`config.mk`:
```
export PLATFORM = sky130hd
export DESIGN_NAME = execCore
export DESIGN_NICKNAME = d
export VERILOG_FILES = /design/src/common/corePkg.sv /design/src/hw/alu/alu.sv /design/src/hw/alu/statusReg.sv /design/src/hw/regFile.sv /design/src/hw/instrDecoder.sv /design/src/hw/execCore.sv
export VERILOG_INCLUDE_DIRS = /design/src /design/src/common
export SDC_FILE = /design/constraint.sdc
export NUM_CORES = 1
export LEC_CHECK = 0
export BUFFER_PORTS_ARGS = -buffer_cell sky130_fd_sc_hd__buf_2
export CAP_MARGIN = 5
export CELL_PAD_IN_SITES_DETAIL_PLACEMENT = 0
export CELL_PAD_IN_SITES_GLOBAL_PLACEMENT = 1
export CORE_MARGIN = 2
export CORE_UTILIZATION = 35
export CTS_CLUSTER_DIAMETER = 150
export CTS_CLUSTER_SIZE = 20
export DETAILED_ROUTE_END_ITERATION = 6
export GPL_TIMING_DRIVEN = 1
export HOLD_SLACK_MARGIN = 0.15
export PLACE_DENSITY_LB_ADDON = 0.1
export SLEW_MARGIN = 20
export SYNTH_ARGS = -nofsm -noshare
export SYNTH_HDL_FRONTEND = slang
export SYNTH_SLANG_ARGS = --single-unit
```
`constraint.sdc`:
```
create_clock -name clk -period 13.2 [get_ports clk]
set_input_delay 3.96 -clock clk [delete_from_list [all_inputs] [get_ports clk]]
set_output_delay 3.96 -clock clk [all_outputs]
set_load 0.01 [all_outputs]
```
`src/common/core_consts.svh`:
```
`ifndef CORE_CONSTS_SVH
`define CORE_CONSTS_SVH

// Datapath and register file sizes
`define DATA_WIDTH      16
`define REG_COUNT       16
`define REG_ADDR_WIDTH  4

// Instruction word layout
`define INSTR_WIDTH     24
`define OPCODE_WIDTH    8
`define OPCODE_LSB      16
`define RDEST_LSB       12
`define RSRC_LSB        8
`define IMM_WIDTH       8

// Low bits of the condition code live in the immediate field
`define COND_WIDTH      4

// Shift amount is taken from the low bits of operand B
`define SHIFT_BITS      4

`endif

```
`src/common/corePkg.sv`:
```
`include "core_consts.svh"

package corePkg;

	typedef logic [`DATA_WIDTH-1:0] dataWord;
	typedef logic [`REG_ADDR_WIDTH-1:0] regAddr;

	////////////////////////////////////////////////////////////////////////////
	// Opcodes, anything not listed decodes as illegal
	////////////////////////////////////////////////////////////////////////////
	typedef enum logic [`OPCODE_WIDTH-1:0] {
		NOP    = 8'h00,
		ADD    = 8'h01,
		ADDI   = 8'h02,
		ADDU   = 8'h03,
		ADDUI  = 8'h04,
		ADDCU  = 8'h05,
		ADDCUI = 8'h06,
		SUB    = 8'h07,
		SUBI   = 8'h08,
		CMP    = 8'h09,
		CMPI   = 8'h0A,
		AND    = 8'h0B,
		OR     = 8'h0C,
		XOR    = 8'h0D,
		NOT    = 8'h0E,
		TEST   = 8'h0F,
		LSH    = 8'h10,
		LSHI   = 8'h11,
		RSH    = 8'h12,
		RSHI   = 8'h13,
		ALSH   = 8'h14,
		ARSH   = 8'h15,
		MULT   = 8'h16,
		MULTI  = 8'h17,
		MULTU  = 8'h18,
		MULTUI = 8'h19,
		MOV    = 8'h1A,
		MOVI   = 8'h1B,
		SCOND  = 8'h1C
	} aluOpcode;

	// Condition codes for SCOND, codes above AL are never true
	typedef enum logic [`COND_WIDTH-1:0] {
		EQ = 4'h0,
		NE = 4'h1,
		CS = 4'h2,
		CC = 4'h3,
		LO = 4'h4,
		HS = 4'h5,
		LT = 4'h6,
		GE = 4'h7,
		FS = 4'h8,
		FC = 4'h9,
		AL = 4'hA
	} condCode;

endpackage

```
`src/hw/alu/alu.sv`:
```
`timescale 1ns/1ps
`include "core_consts.svh"

module alu (
	input  corePkg::dataWord  a,
	input  corePkg::dataWord  b,
	input  corePkg::aluOpcode opcode,
	input  logic              carryIn,
	input  logic              condMet,
	output corePkg::dataWord  c,
	output logic              carryOut,
	output logic              overflow,
	output logic              low,
	output logic              negative,
	output logic              zero
);

	import corePkg::*;

	logic                     ltSigned;
	logic                     ltUnsigned;
	logic [`SHIFT_BITS-1:0]   shAmt;
	logic [2*`DATA_WIDTH-1:0] prodU;

	assign ltSigned   = $signed(a) < $signed(b);
	assign ltUnsigned = a < b;
	assign shAmt      = b[`SHIFT_BITS-1:0];

	// Full unsigned product
	assign prodU = a * b;

	always_comb
	begin
		// Outputs an opcode does not set stay 0
		c        = '0;
		carryOut = 1'b0;
		overflow = 1'b0;
		low      = 1'b0;
		negative = 1'b0;
		zero     = 1'b0;

		case (opcode)
			////////////////////////////////////////////////////////////////////
			// Arithmetic
			////////////////////////////////////////////////////////////////////
			ADD, ADDI:
			begin
				c        = a + b;
				overflow = (a[`DATA_WIDTH-1] == b[`DATA_WIDTH-1]) &&
				           (c[`DATA_WIDTH-1] != a[`DATA_WIDTH-1]);
				low      = ltSigned;
				negative = c[`DATA_WIDTH-1];
				zero     = (c == '0);
			end

			SUB, SUBI:
			begin
				c        = a - b;
				// Overflow when operand signs differ and result flips from a
				overflow = (a[`DATA_WIDTH-1] != b[`DATA_WIDTH-1]) &&
				           (c[`DATA_WIDTH-1] != a[`DATA_WIDTH-1]);
				low      = ltSigned;
				negative = c[`DATA_WIDTH-1];
				zero     = (c == '0);
			end

			ADDU, ADDUI:
			begin
				{carryOut, c} = {1'b0, a} + {1'b0, b};
				low           = ltUnsigned;
				zero          = (c == '0);
			end

			ADDCU, ADDCUI:
			begin
				// Stored carry from the status register joins the sum
				{carryOut, c} = {1'b0, a} + {1'b0, b} + {{`DATA_WIDTH{1'b0}}, carryIn};
				low           = ltUnsigned;
				zero          = (c == '0);
			end

			CMP, CMPI:
			begin
				low      = ltUnsigned;
				negative = ltSigned;
				zero     = (a == b);
			end

			////////////////////////////////////////////////////////////////////
			// Logic
			////////////////////////////////////////////////////////////////////
			AND, TEST:
			begin
				c        = a & b;
				low      = ltUnsigned;
				negative = ltSigned;
				zero     = (c == '0);
			end

			OR:
			begin
				c        = a | b;
				low      = ltUnsigned;
				negative = ltSigned;
				zero     = (c == '0);
			end

			XOR:
			begin
				c        = a ^ b;
				low      = ltUnsigned;
				negative = ltSigned;
				zero     = (c == '0);
			end

			NOT:
			begin
				c        = ~a;
				low      = ltUnsigned;
				negative = ltSigned;
				zero     = (c == '0);
			end

			// Shifts only report Zero
			LSH, LSHI, ALSH:
			begin
				c    = a << shAmt;
				zero = (c == '0);
			end

			RSH, RSHI:
			begin
				c    = a >> shAmt;
				zero = (c == '0);
			end

			ARSH:
			begin
				c    = $signed(a) >>> shAmt;
				zero = (c == '0);
			end

			// Low word of the product is the same signed or unsigned
			MULT, MULTI, MULTU, MULTUI:
			begin
				c    = prodU[`DATA_WIDTH-1:0];
				zero = (c == '0);
			end

			MOV, MOVI:
			begin
				c    = b;
				zero = (c == '0);
			end

			SCOND:
			begin
				c    = {{(`DATA_WIDTH-1){1'b0}}, condMet};
				zero = ~condMet;
			end

			// NOP and illegal opcodes keep the cleared values
			default:
			begin
				c = '0;
			end
		endcase
	end

endmodule

```
`src/hw/alu/statusReg.sv`:
```
`timescale 1ns/1ps

module statusReg (
	input  logic             clk,
	input  logic             rst,
	input  logic             flagsWrite,
	input  logic             nextCarry,
	input  logic             nextFlag,
	input  logic             nextLow,
	input  logic             nextNegative,
	input  logic             nextZero,
	input  corePkg::condCode condSel,
	output logic             carry,
	output logic             flag,
	output logic             low,
	output logic             negative,
	output logic             zero,
	output logic             carryStored,
	output logic             condMet
);

	import corePkg::*;

	always_ff @(posedge clk)
	begin
		if (rst)
		begin
			carry    <= 1'b0;
			flag     <= 1'b0;
			low      <= 1'b0;
			negative <= 1'b0;
			zero     <= 1'b0;
		end
		else if (flagsWrite)
		begin
			carry    <= nextCarry;
			flag     <= nextFlag;
			low      <= nextLow;
			negative <= nextNegative;
			zero     <= nextZero;
		end
	end

	// Feedback path for ADDCU and ADDCUI
	assign carryStored = carry;

	// Condition test against the stored flags
	always_comb
	begin
		case (condSel)
			EQ:      condMet = zero;
			NE:      condMet = ~zero;
			CS:      condMet = carry;
			CC:      condMet = ~carry;
			LO:      condMet = low;
			HS:      condMet = ~low;
			LT:      condMet = negative;
			GE:      condMet = ~negative;
			FS:      condMet = flag;
			FC:      condMet = ~flag;
			AL:      condMet = 1'b1;
			default: condMet = 1'b0;
		endcase
	end

endmodule

```
`src/hw/regFile.sv`:
```
`timescale 1ns/1ps
`include "core_consts.svh"

module regFile (
	input  logic             clk,
	input  logic             rst,
	input  corePkg::regAddr  readAddrA,
	input  corePkg::regAddr  readAddrB,
	input  corePkg::regAddr  writeAddr,
	input  corePkg::dataWord writeData,
	input  logic             writeEnable,
	output corePkg::dataWord readDataA,
	output corePkg::dataWord readDataB
);

	import corePkg::*;

	dataWord regs [`REG_COUNT];

	// Single write port
	always_ff @(posedge clk)
	begin
		if (rst)
		begin
			for (int i = 0; i < `REG_COUNT; i++)
			begin
				regs[i] <= '0;
			end
		end
		else if (writeEnable)
		begin
			regs[writeAddr] <= writeData;
		end
	end

	// Asynchronous reads, a write shows up after the edge
	assign readDataA = regs[readAddrA];
	assign readDataB = regs[readAddrB];

endmodule

```
`src/hw/instrDecoder.sv`:
```
`timescale 1ns/1ps
`include "core_consts.svh"

module instrDecoder (
	input  logic [`INSTR_WIDTH-1:0] instr,
	input  logic                    instrValid,
	input  corePkg::dataWord        readDataB,
	output corePkg::aluOpcode       opcode,
	output corePkg::regAddr         rDest,
	output corePkg::regAddr         rSrc,
	output corePkg::condCode        condSel,
	output corePkg::dataWord        operandB,
	output logic                    regWrite,
	output logic                    flagsWrite,
	output logic                    illegalOp
);

	import corePkg::*;

	logic [`IMM_WIDTH-1:0] imm;
	dataWord               immExt;
	logic                  operandSel;
	logic                  signExt;
	logic                  writesReg;
	logic                  writesFlags;
	logic                  legal;

	////////////////////////////////////////////////////////////////////////////
	// Field split
	////////////////////////////////////////////////////////////////////////////
	assign opcode  = aluOpcode'(instr[`OPCODE_LSB +: `OPCODE_WIDTH]);
	assign rDest   = instr[`RDEST_LSB +: `REG_ADDR_WIDTH];
	assign rSrc    = instr[`RSRC_LSB +: `REG_ADDR_WIDTH];
	assign imm     = instr[`IMM_WIDTH-1:0];
	// SCOND carries its condition in the low immediate bits
	assign condSel = condCode'(imm[`COND_WIDTH-1:0]);

	// Opcode classes
	always_comb
	begin
		operandSel  = 1'b0;
		signExt     = 1'b0;
		writesReg   = 1'b0;
		writesFlags = 1'b0;
		legal       = 1'b1;

		case (opcode)
			NOP:
			begin
				legal = 1'b1;
			end
			ADD, ADDU, ADDCU, SUB, AND, OR, XOR, NOT,
			LSH, RSH, ALSH, ARSH, MULT, MULTU:
			begin
				writesReg   = 1'b1;
				writesFlags = 1'b1;
			end
			ADDI, SUBI, MULTI:
			begin
				operandSel  = 1'b1;
				signExt     = 1'b1;
				writesReg   = 1'b1;
				writesFlags = 1'b1;
			end
			ADDUI, ADDCUI, LSHI, RSHI, MULTUI:
			begin
				operandSel  = 1'b1;
				writesReg   = 1'b1;
				writesFlags = 1'b1;
			end
			CMP, TEST:
			begin
				writesFlags = 1'b1;
			end
			CMPI:
			begin
				operandSel  = 1'b1;
				signExt     = 1'b1;
				writesFlags = 1'b1;
			end
			MOV, SCOND:
			begin
				writesReg = 1'b1;
			end
			MOVI:
			begin
				operandSel = 1'b1;
				signExt    = 1'b1;
				writesReg  = 1'b1;
			end
			default:
			begin
				legal = 1'b0;
			end
		endcase
	end

	assign immExt   = signExt ? {{(`DATA_WIDTH-`IMM_WIDTH){imm[`IMM_WIDTH-1]}}, imm}
	                          : {{(`DATA_WIDTH-`IMM_WIDTH){1'b0}}, imm};
	assign operandB = operandSel ? immExt : readDataB;

	// Illegal opcodes never enable a write
	assign regWrite   = instrValid & writesReg;
	assign flagsWrite = instrValid & writesFlags;
	assign illegalOp  = instrValid & ~legal;

endmodule

```
`src/hw/execCore.sv`:
```
`timescale 1ns/1ps
`include "core_consts.svh"

module execCore (
	input  logic                    clk,
	input  logic                    rst,
	input  logic                    instrValid,
	input  logic [`INSTR_WIDTH-1:0] instr,
	output corePkg::dataWord        result,
	output logic                    resultValid,
	output logic                    illegal,
	output logic                    carry,
	output logic                    flag,
	output logic                    low,
	output logic                    negative,
	output logic                    zero
);

	import corePkg::*;

	aluOpcode opcode;
	condCode  condSel;
	regAddr   rDest;
	regAddr   rSrc;
	dataWord  readDataA;
	dataWord  readDataB;
	dataWord  operandB;
	dataWord  aluResult;
	logic     regWrite;
	logic     flagsWrite;
	logic     illegalOp;
	logic     carryStored;
	logic     condMet;
	logic     aluCarry;
	logic     aluOverflow;
	logic     aluLow;
	logic     aluNegative;
	logic     aluZero;

	instrDecoder decoder (
		.instr      (instr),
		.instrValid (instrValid),
		.readDataB  (readDataB),
		.opcode     (opcode),
		.rDest      (rDest),
		.rSrc       (rSrc),
		.condSel    (condSel),
		.operandB   (operandB),
		.regWrite   (regWrite),
		.flagsWrite (flagsWrite),
		.illegalOp  (illegalOp)
	);

	// Operand A is always the destination register
	regFile registers (
		.clk         (clk),
		.rst         (rst),
		.readAddrA   (rDest),
		.readAddrB   (rSrc),
		.writeAddr   (rDest),
		.writeData   (aluResult),
		.writeEnable (regWrite),
		.readDataA   (readDataA),
		.readDataB   (readDataB)
	);

	alu aluUnit (
		.a        (readDataA),
		.b        (operandB),
		.opcode   (opcode),
		.carryIn  (carryStored),
		.condMet  (condMet),
		.c        (aluResult),
		.carryOut (aluCarry),
		.overflow (aluOverflow),
		.low      (aluLow),
		.negative (aluNegative),
		.zero     (aluZero)
	);

	statusReg status (
		.clk          (clk),
		.rst          (rst),
		.flagsWrite   (flagsWrite),
		.nextCarry    (aluCarry),
		.nextFlag     (aluOverflow),
		.nextLow      (aluLow),
		.nextNegative (aluNegative),
		.nextZero     (aluZero),
		.condSel      (condSel),
		.carry        (carry),
		.flag         (flag),
		.low          (low),
		.negative     (negative),
		.zero         (zero),
		.carryStored  (carryStored),
		.condMet      (condMet)
	);

	////////////////////////////////////////////////////////////////////////////
	// Output registers, loaded on the same edge as the writeback
	////////////////////////////////////////////////////////////////////////////
	always_ff @(posedge clk)
	begin
		if (rst)
		begin
			result      <= '0;
			resultValid <= 1'b0;
			illegal     <= 1'b0;
		end
		else
		begin
			resultValid <= instrValid;
			illegal     <= illegalOp;
			if (instrValid)
			begin
				result <= aluResult;
			end
		end
	end

endmodule

```
==> impl_metrics.prom <==
# TYPE chip_impl_metric gauge
chip_impl_metric{name="first_global_vias",unit=""} 20200
chip_impl_metric{name="synth.yosys.warnings",unit=""} 0
chip_impl_metric{name="synth-edff-count",unit=""} 256
chip_impl_metric{name="holdPathStages",unit=""} 2
chip_impl_metric{name="max_slew.worst_pin.slew",unit="ps"} 1040
chip_impl_metric{name="global_route.overflow_total",unit=""} 0
chip_impl_metric{name="cap_viol_max_count",unit=""} 0
chip_impl_metric{name="max_freq",unit="MHz"} 83.7
chip_impl_info{name="setup.worst_path.class",value="in2reg"} 1
chip_impl_metric{name="initial_core_util",unit=""} 0.354
chip_impl_metric{name="areaGrowthSynthToFinish",unit="%"} 7.08
chip_impl_metric{name="die_h",unit="um"} 265
chip_impl_metric{name="final.setup.tns",unit="ps"} 0
chip_impl_metric{name="dp_hpwl",unit="mm"} 74.0
chip_impl_metric{name="synth.net_count",unit=""} 2551
chip_impl_metric{name="final_max_slew_viol_count",unit=""} 0
chip_impl_metric{name="timing.critical_path.arrival",unit="ps"} 12420
chip_impl_metric{name="sw_frac_of_total",unit=""} 0.463
chip_impl_metric{name="wire_per_inst",unit="um"} 31.6
chip_impl_metric{name="post_synth_inst_count",unit=""} 2342
chip_impl_metric{name="total_internal_power",unit="uW"} 1940
chip_impl_metric{name="num_io_pins",unit=""} 50
chip_impl_metric{name="worstPathRequired",unit="ps"} 13670
chip_impl_metric{name="period_share",unit=""} 0.905
chip_impl_metric{name="tritoncts.num_buffers",unit=""} 17
chip_impl_metric{name="seq_area_frac_synth",unit=""} 0.342
chip_impl_metric{name="post_route_cells_drive_above_1_share",unit=""} 0.152
chip_impl_metric{name="fp.dieArea",unit="um^2"} 70200
chip_impl_info{name="synth_top_cells_by_count",value="sky130_fd_sc_hd__nor2_1 (434), sky130_fd_sc_hd__edfxtp_1 (256), sky130_fd_sc_hd__nand2_1 (163)"} 1
chip_impl_info{name="startpoint_type",value="input pin"} 1
chip_impl_metric{name="ctsHoldBuffers",unit=""} 0
chip_impl_info{name="clock_tree.root_cell",value="sky130_fd_sc_hd__clkbuf_16"} 1
chip_impl_info{name="synth_area_leader_cell",value="sky130_fd_sc_hd__edfxtp_1"} 1
chip_impl_metric{name="synth-async-reset-ratio",unit=""} 0
chip_impl_metric{name="core.rowCount",unit=""} 95
chip_impl_metric{name="num_clock_sinks",unit=""} 279
chip_impl_metric{name="comb_power_share",unit=""} 0.567
chip_impl_metric{name="final_antenna_net_count",unit=""} 0
chip_impl_metric{name="postCtsSetupBuffers",unit=""} 0
chip_impl_metric{name="cts_max_path_buffers",unit=""} 3
chip_impl_metric{name="slew_headroom",unit=""} 0.305
chip_impl_metric{name="setup.reg_to_reg.worst_slack",unit="ps"} 5150
chip_impl_metric{name="seq_power_share",unit=""} 0.280
chip_impl_metric{name="core",unit="um^2"} 67300
chip_impl_metric{name="critical_path.max_fanout",unit=""} 34
chip_impl_metric{name="placement.io_buffers",unit=""} 49
chip_impl_metric{name="grt_max_degree",unit=""} 64
chip_impl_metric{name="groute.usage.overall",unit=""} 0.288
chip_impl_metric{name="p_per_area",unit="nW/um^2"} 142
chip_impl_metric{name="min_period",unit="ps"} 11940
chip_impl_metric{name="seq_area",unit="um^2"} 8150
chip_impl_metric{name="num-fill-cells",unit=""} 6732
chip_impl_metric{name="number_of_drc_violations_after_detailed_routing",unit=""} 0
chip_impl_metric{name="finalClockSkew",unit="ps"} 56.0
chip_impl_metric{name="grt_first_pass_wirelength",unit="mm"} 146
chip_impl_metric{name="initial_antenna_violation_count",unit=""} 2
chip_impl_metric{name="via_per_inst",unit=""} 6.11
chip_impl_metric{name="post_synth_num_cell_types",unit=""} 106
chip_impl_metric{name="setup_viol",unit=""} 0
chip_impl_info{name="yosysMostFrequentCell",value="sky130_fd_sc_hd__nor2_1"} 1
chip_impl_info{name="ys_top_cells_by_area",value="sky130_fd_sc_hd__edfxtp_1 (32%), sky130_fd_sc_hd__mux4_2 (9.4%), sky130_fd_sc_hd__fa_1 (6.9%)"} 1
chip_impl_metric{name="power.leakage",unit="uW"} 0.00932
chip_impl_metric{name="clk_pin_slew",unit="ps"} 100
chip_impl_metric{name="worst_skew_pair.late_latency",unit="ps"} 560
chip_impl_metric{name="r2r.worst_path.cells",unit=""} 26
chip_impl_info{name="rsz_0062_raised_after_global_routing",value="no"} 1
chip_impl_metric{name="yosys_register_bits",unit=""} 279
chip_impl_metric{name="synthesis.area_per_instance",unit="um^2"} 10.2
chip_impl_info{name="outcome",value="finished, final reports clean"} 1
chip_impl_metric{name="finalWirelength",unit="mm"} 102
chip_impl_info{name="tritoncts",value="built"} 1
chip_impl_metric{name="antennaDiodeCount",unit=""} 0
chip_impl_info{name="ys_dominant_reg_cell",value="sky130_fd_sc_hd__edfxtp_1"} 1
chip_impl_metric{name="yosys.area.top_type_share",unit=""} 0.322
chip_impl_metric{name="floorplan.die.width",unit="um"} 265
chip_impl_metric{name="netlist_area",unit="um^2"} 23800
chip_impl_metric{name="multiInputGateArea",unit="um^2"} 14200
chip_impl_metric{name="dr.first_iter.drc_count",unit=""} 2029
chip_impl_metric{name="ir_worst_vdd",unit="uV"} 215
chip_impl_info{name="setup.worst_path.end_class",value="register"} 1
chip_impl_metric{name="cts_max_level",unit=""} 1
chip_impl_metric{name="cts_repair_resize_count",unit=""} 0
chip_impl_info{name="worst_hold_path_type",value="reg2reg"} 1
chip_impl_metric{name="via_count",unit=""} 19700
chip_impl_metric{name="report.final.hold_viol_count",unit=""} 0
chip_impl_metric{name="drtPass1Iterations",unit=""} 5
chip_impl_metric{name="gpl.final_weighted_congestion",unit=""} 0.949
chip_impl_metric{name="finalNetCount",unit=""} 2548
chip_impl_metric{name="clock_power_share",unit=""} 0.153
chip_impl_metric{name="total_switching_power",unit="uW"} 1670
chip_impl_metric{name="hold_ws",unit="ps"} 487
## routing by layer
layer,vias up,track usage,part of all wire
li1,8525,-,-
met1,10100,0.372,0.41
met2,856,0.493,0.49
met3,189,0.0408,0.065
met4,0,0.105,0.042
met5,-,0,0
## power by group through the flow
stage | Combinational (uW) | Sequential [uW] | Clock, uW
2_1_floorplan | 1300 | 1020 | 0
3_3_place_gp | 2010 | 1030 | 0
3_5_place_dp | 2010 | 1030 | 0
4_1_cts | 2020 | 1010 | 559
5_1_grt | 2200 | 1020 | 589
6_report | 2050 | 1010 | 552
## kinds of logic after synthesis
group | count (synthesis) | share of synthesized area
mux | 196 | 0.153
fa+ha+maj | 184 | 0.122
xor+xnor | 80 | 0.0305
buf+inv | 325 | 0.0651
flops | 279 | 0.342
compound gates | 436 | 0.129
simple gates | 842 | 0.158
## critical path, stage by stage
cell and delay [ps]:
sky130_fd_sc_hd__buf_4 520, sky130_fd_sc_hd__buf_4 440, sky130_fd_sc_hd__mux4_1 600, sky130_fd_sc_hd__mux4_2 530, sky130_fd_sc_hd__a21oi_1 550, sky130_fd_sc_hd__inv_1 240
sky130_fd_sc_hd__nand2_1 130, sky130_fd_sc_hd__fa_1 420, sky130_fd_sc_hd__inv_1 90, sky130_fd_sc_hd__ha_1 240, sky130_fd_sc_hd__fa_1 480, sky130_fd_sc_hd__fa_1 510
sky130_fd_sc_hd__inv_1 50, sky130_fd_sc_hd__fa_1 450, sky130_fd_sc_hd__fa_1 390, sky130_fd_sc_hd__xor2_1 160, sky130_fd_sc_hd__xnor2_1 180, sky130_fd_sc_hd__xnor2_1 150
sky130_fd_sc_hd__xnor2_1 150, sky130_fd_sc_hd__xnor2_1 150, sky130_fd_sc_hd__xnor3_1 250, sky130_fd_sc_hd__xnor3_1 360, sky130_fd_sc_hd__xnor2_1 710, sky130_fd_sc_hd__a211oi_4 140
sky130_fd_sc_hd__buf_4 250, sky130_fd_sc_hd__a211oi_1 240
## placed cells by master (no fill, tap or decap), drive strengths merged, types with 8 or more instances in the layout
cell type	synthesis	layout
a21o	14	14
nor4	13	13
a21oi	91	91
a22oi	23	23
dfxtp	23	23
mux2i	53	53
a221oi	26	26
edfxtp	256	256
and2	8	8
ha	100	100
mux2	17	17
nor2	438	438
nor2b	23	23
xor2	22	22
o221ai	20	20
a211oi	38	38
xnor2	56	56
clkbuf	95	25
buf	73	150
o211ai	36	36
o22ai	20	20
inv	147	148
nand3	54	54
nand4	16	16
nor3	39	39
o21ai	75	75
fa	82	82
mux4	126	126
o21bai	14	14
nand2b	36	36
a31oi	15	15
nand2	168	168
or3	13	13
## final cells by class
class,instances,area share
timing repair buffer,150,0.0401
clock inverter,1,0.000343
tap,873,0.0428
clock buffer,25,0.0178
multi-input combinational,1738,0.557
sequential,279,0.319
inverter,153,0.0225
## state kept, by name, indices dropped and copies added (netlist names)
signal / count
registers.regs: 256
result: 16
illegal: 1
resultValid: 1
status.carry: 1
status.flag: 1
status.low: 1
status.negative: 1
status.zero: 1
## stage by stage
step	utilization	instance area (um^2)	power [uW]	setup slack (ps)	std cells
6_report	0.380	25500	3620	1260	3219
3_5_place_dp	0.373	25100	3040	841	3193
3_3_place_gp	0.372	25100	3050	934	3193
4_1_cts	0.379	25500	3590	1400	3219
2_1_floorplan	-	23800	2330	1280	2342
5_1_grt	0.380	25500	3800	876	3219
## path summary, 6_finish.rpt
path / start / to
setup / recovery: instr[8] / result[15]$_SDFFE_PP0P_
hold / removal: result[7]$_SDFFE_PP0P_ / result[7]$_SDFFE_PP0P_
setup reg to reg: registers.regs[12][3]$_SDFFCE_PN0P_ / result[15]$_SDFFE_PP0P_
hold reg to reg: result[7]$_SDFFE_PP0P_ / result[7]$_SDFFE_PP0P_
Power figures use the tool's default switching activity.
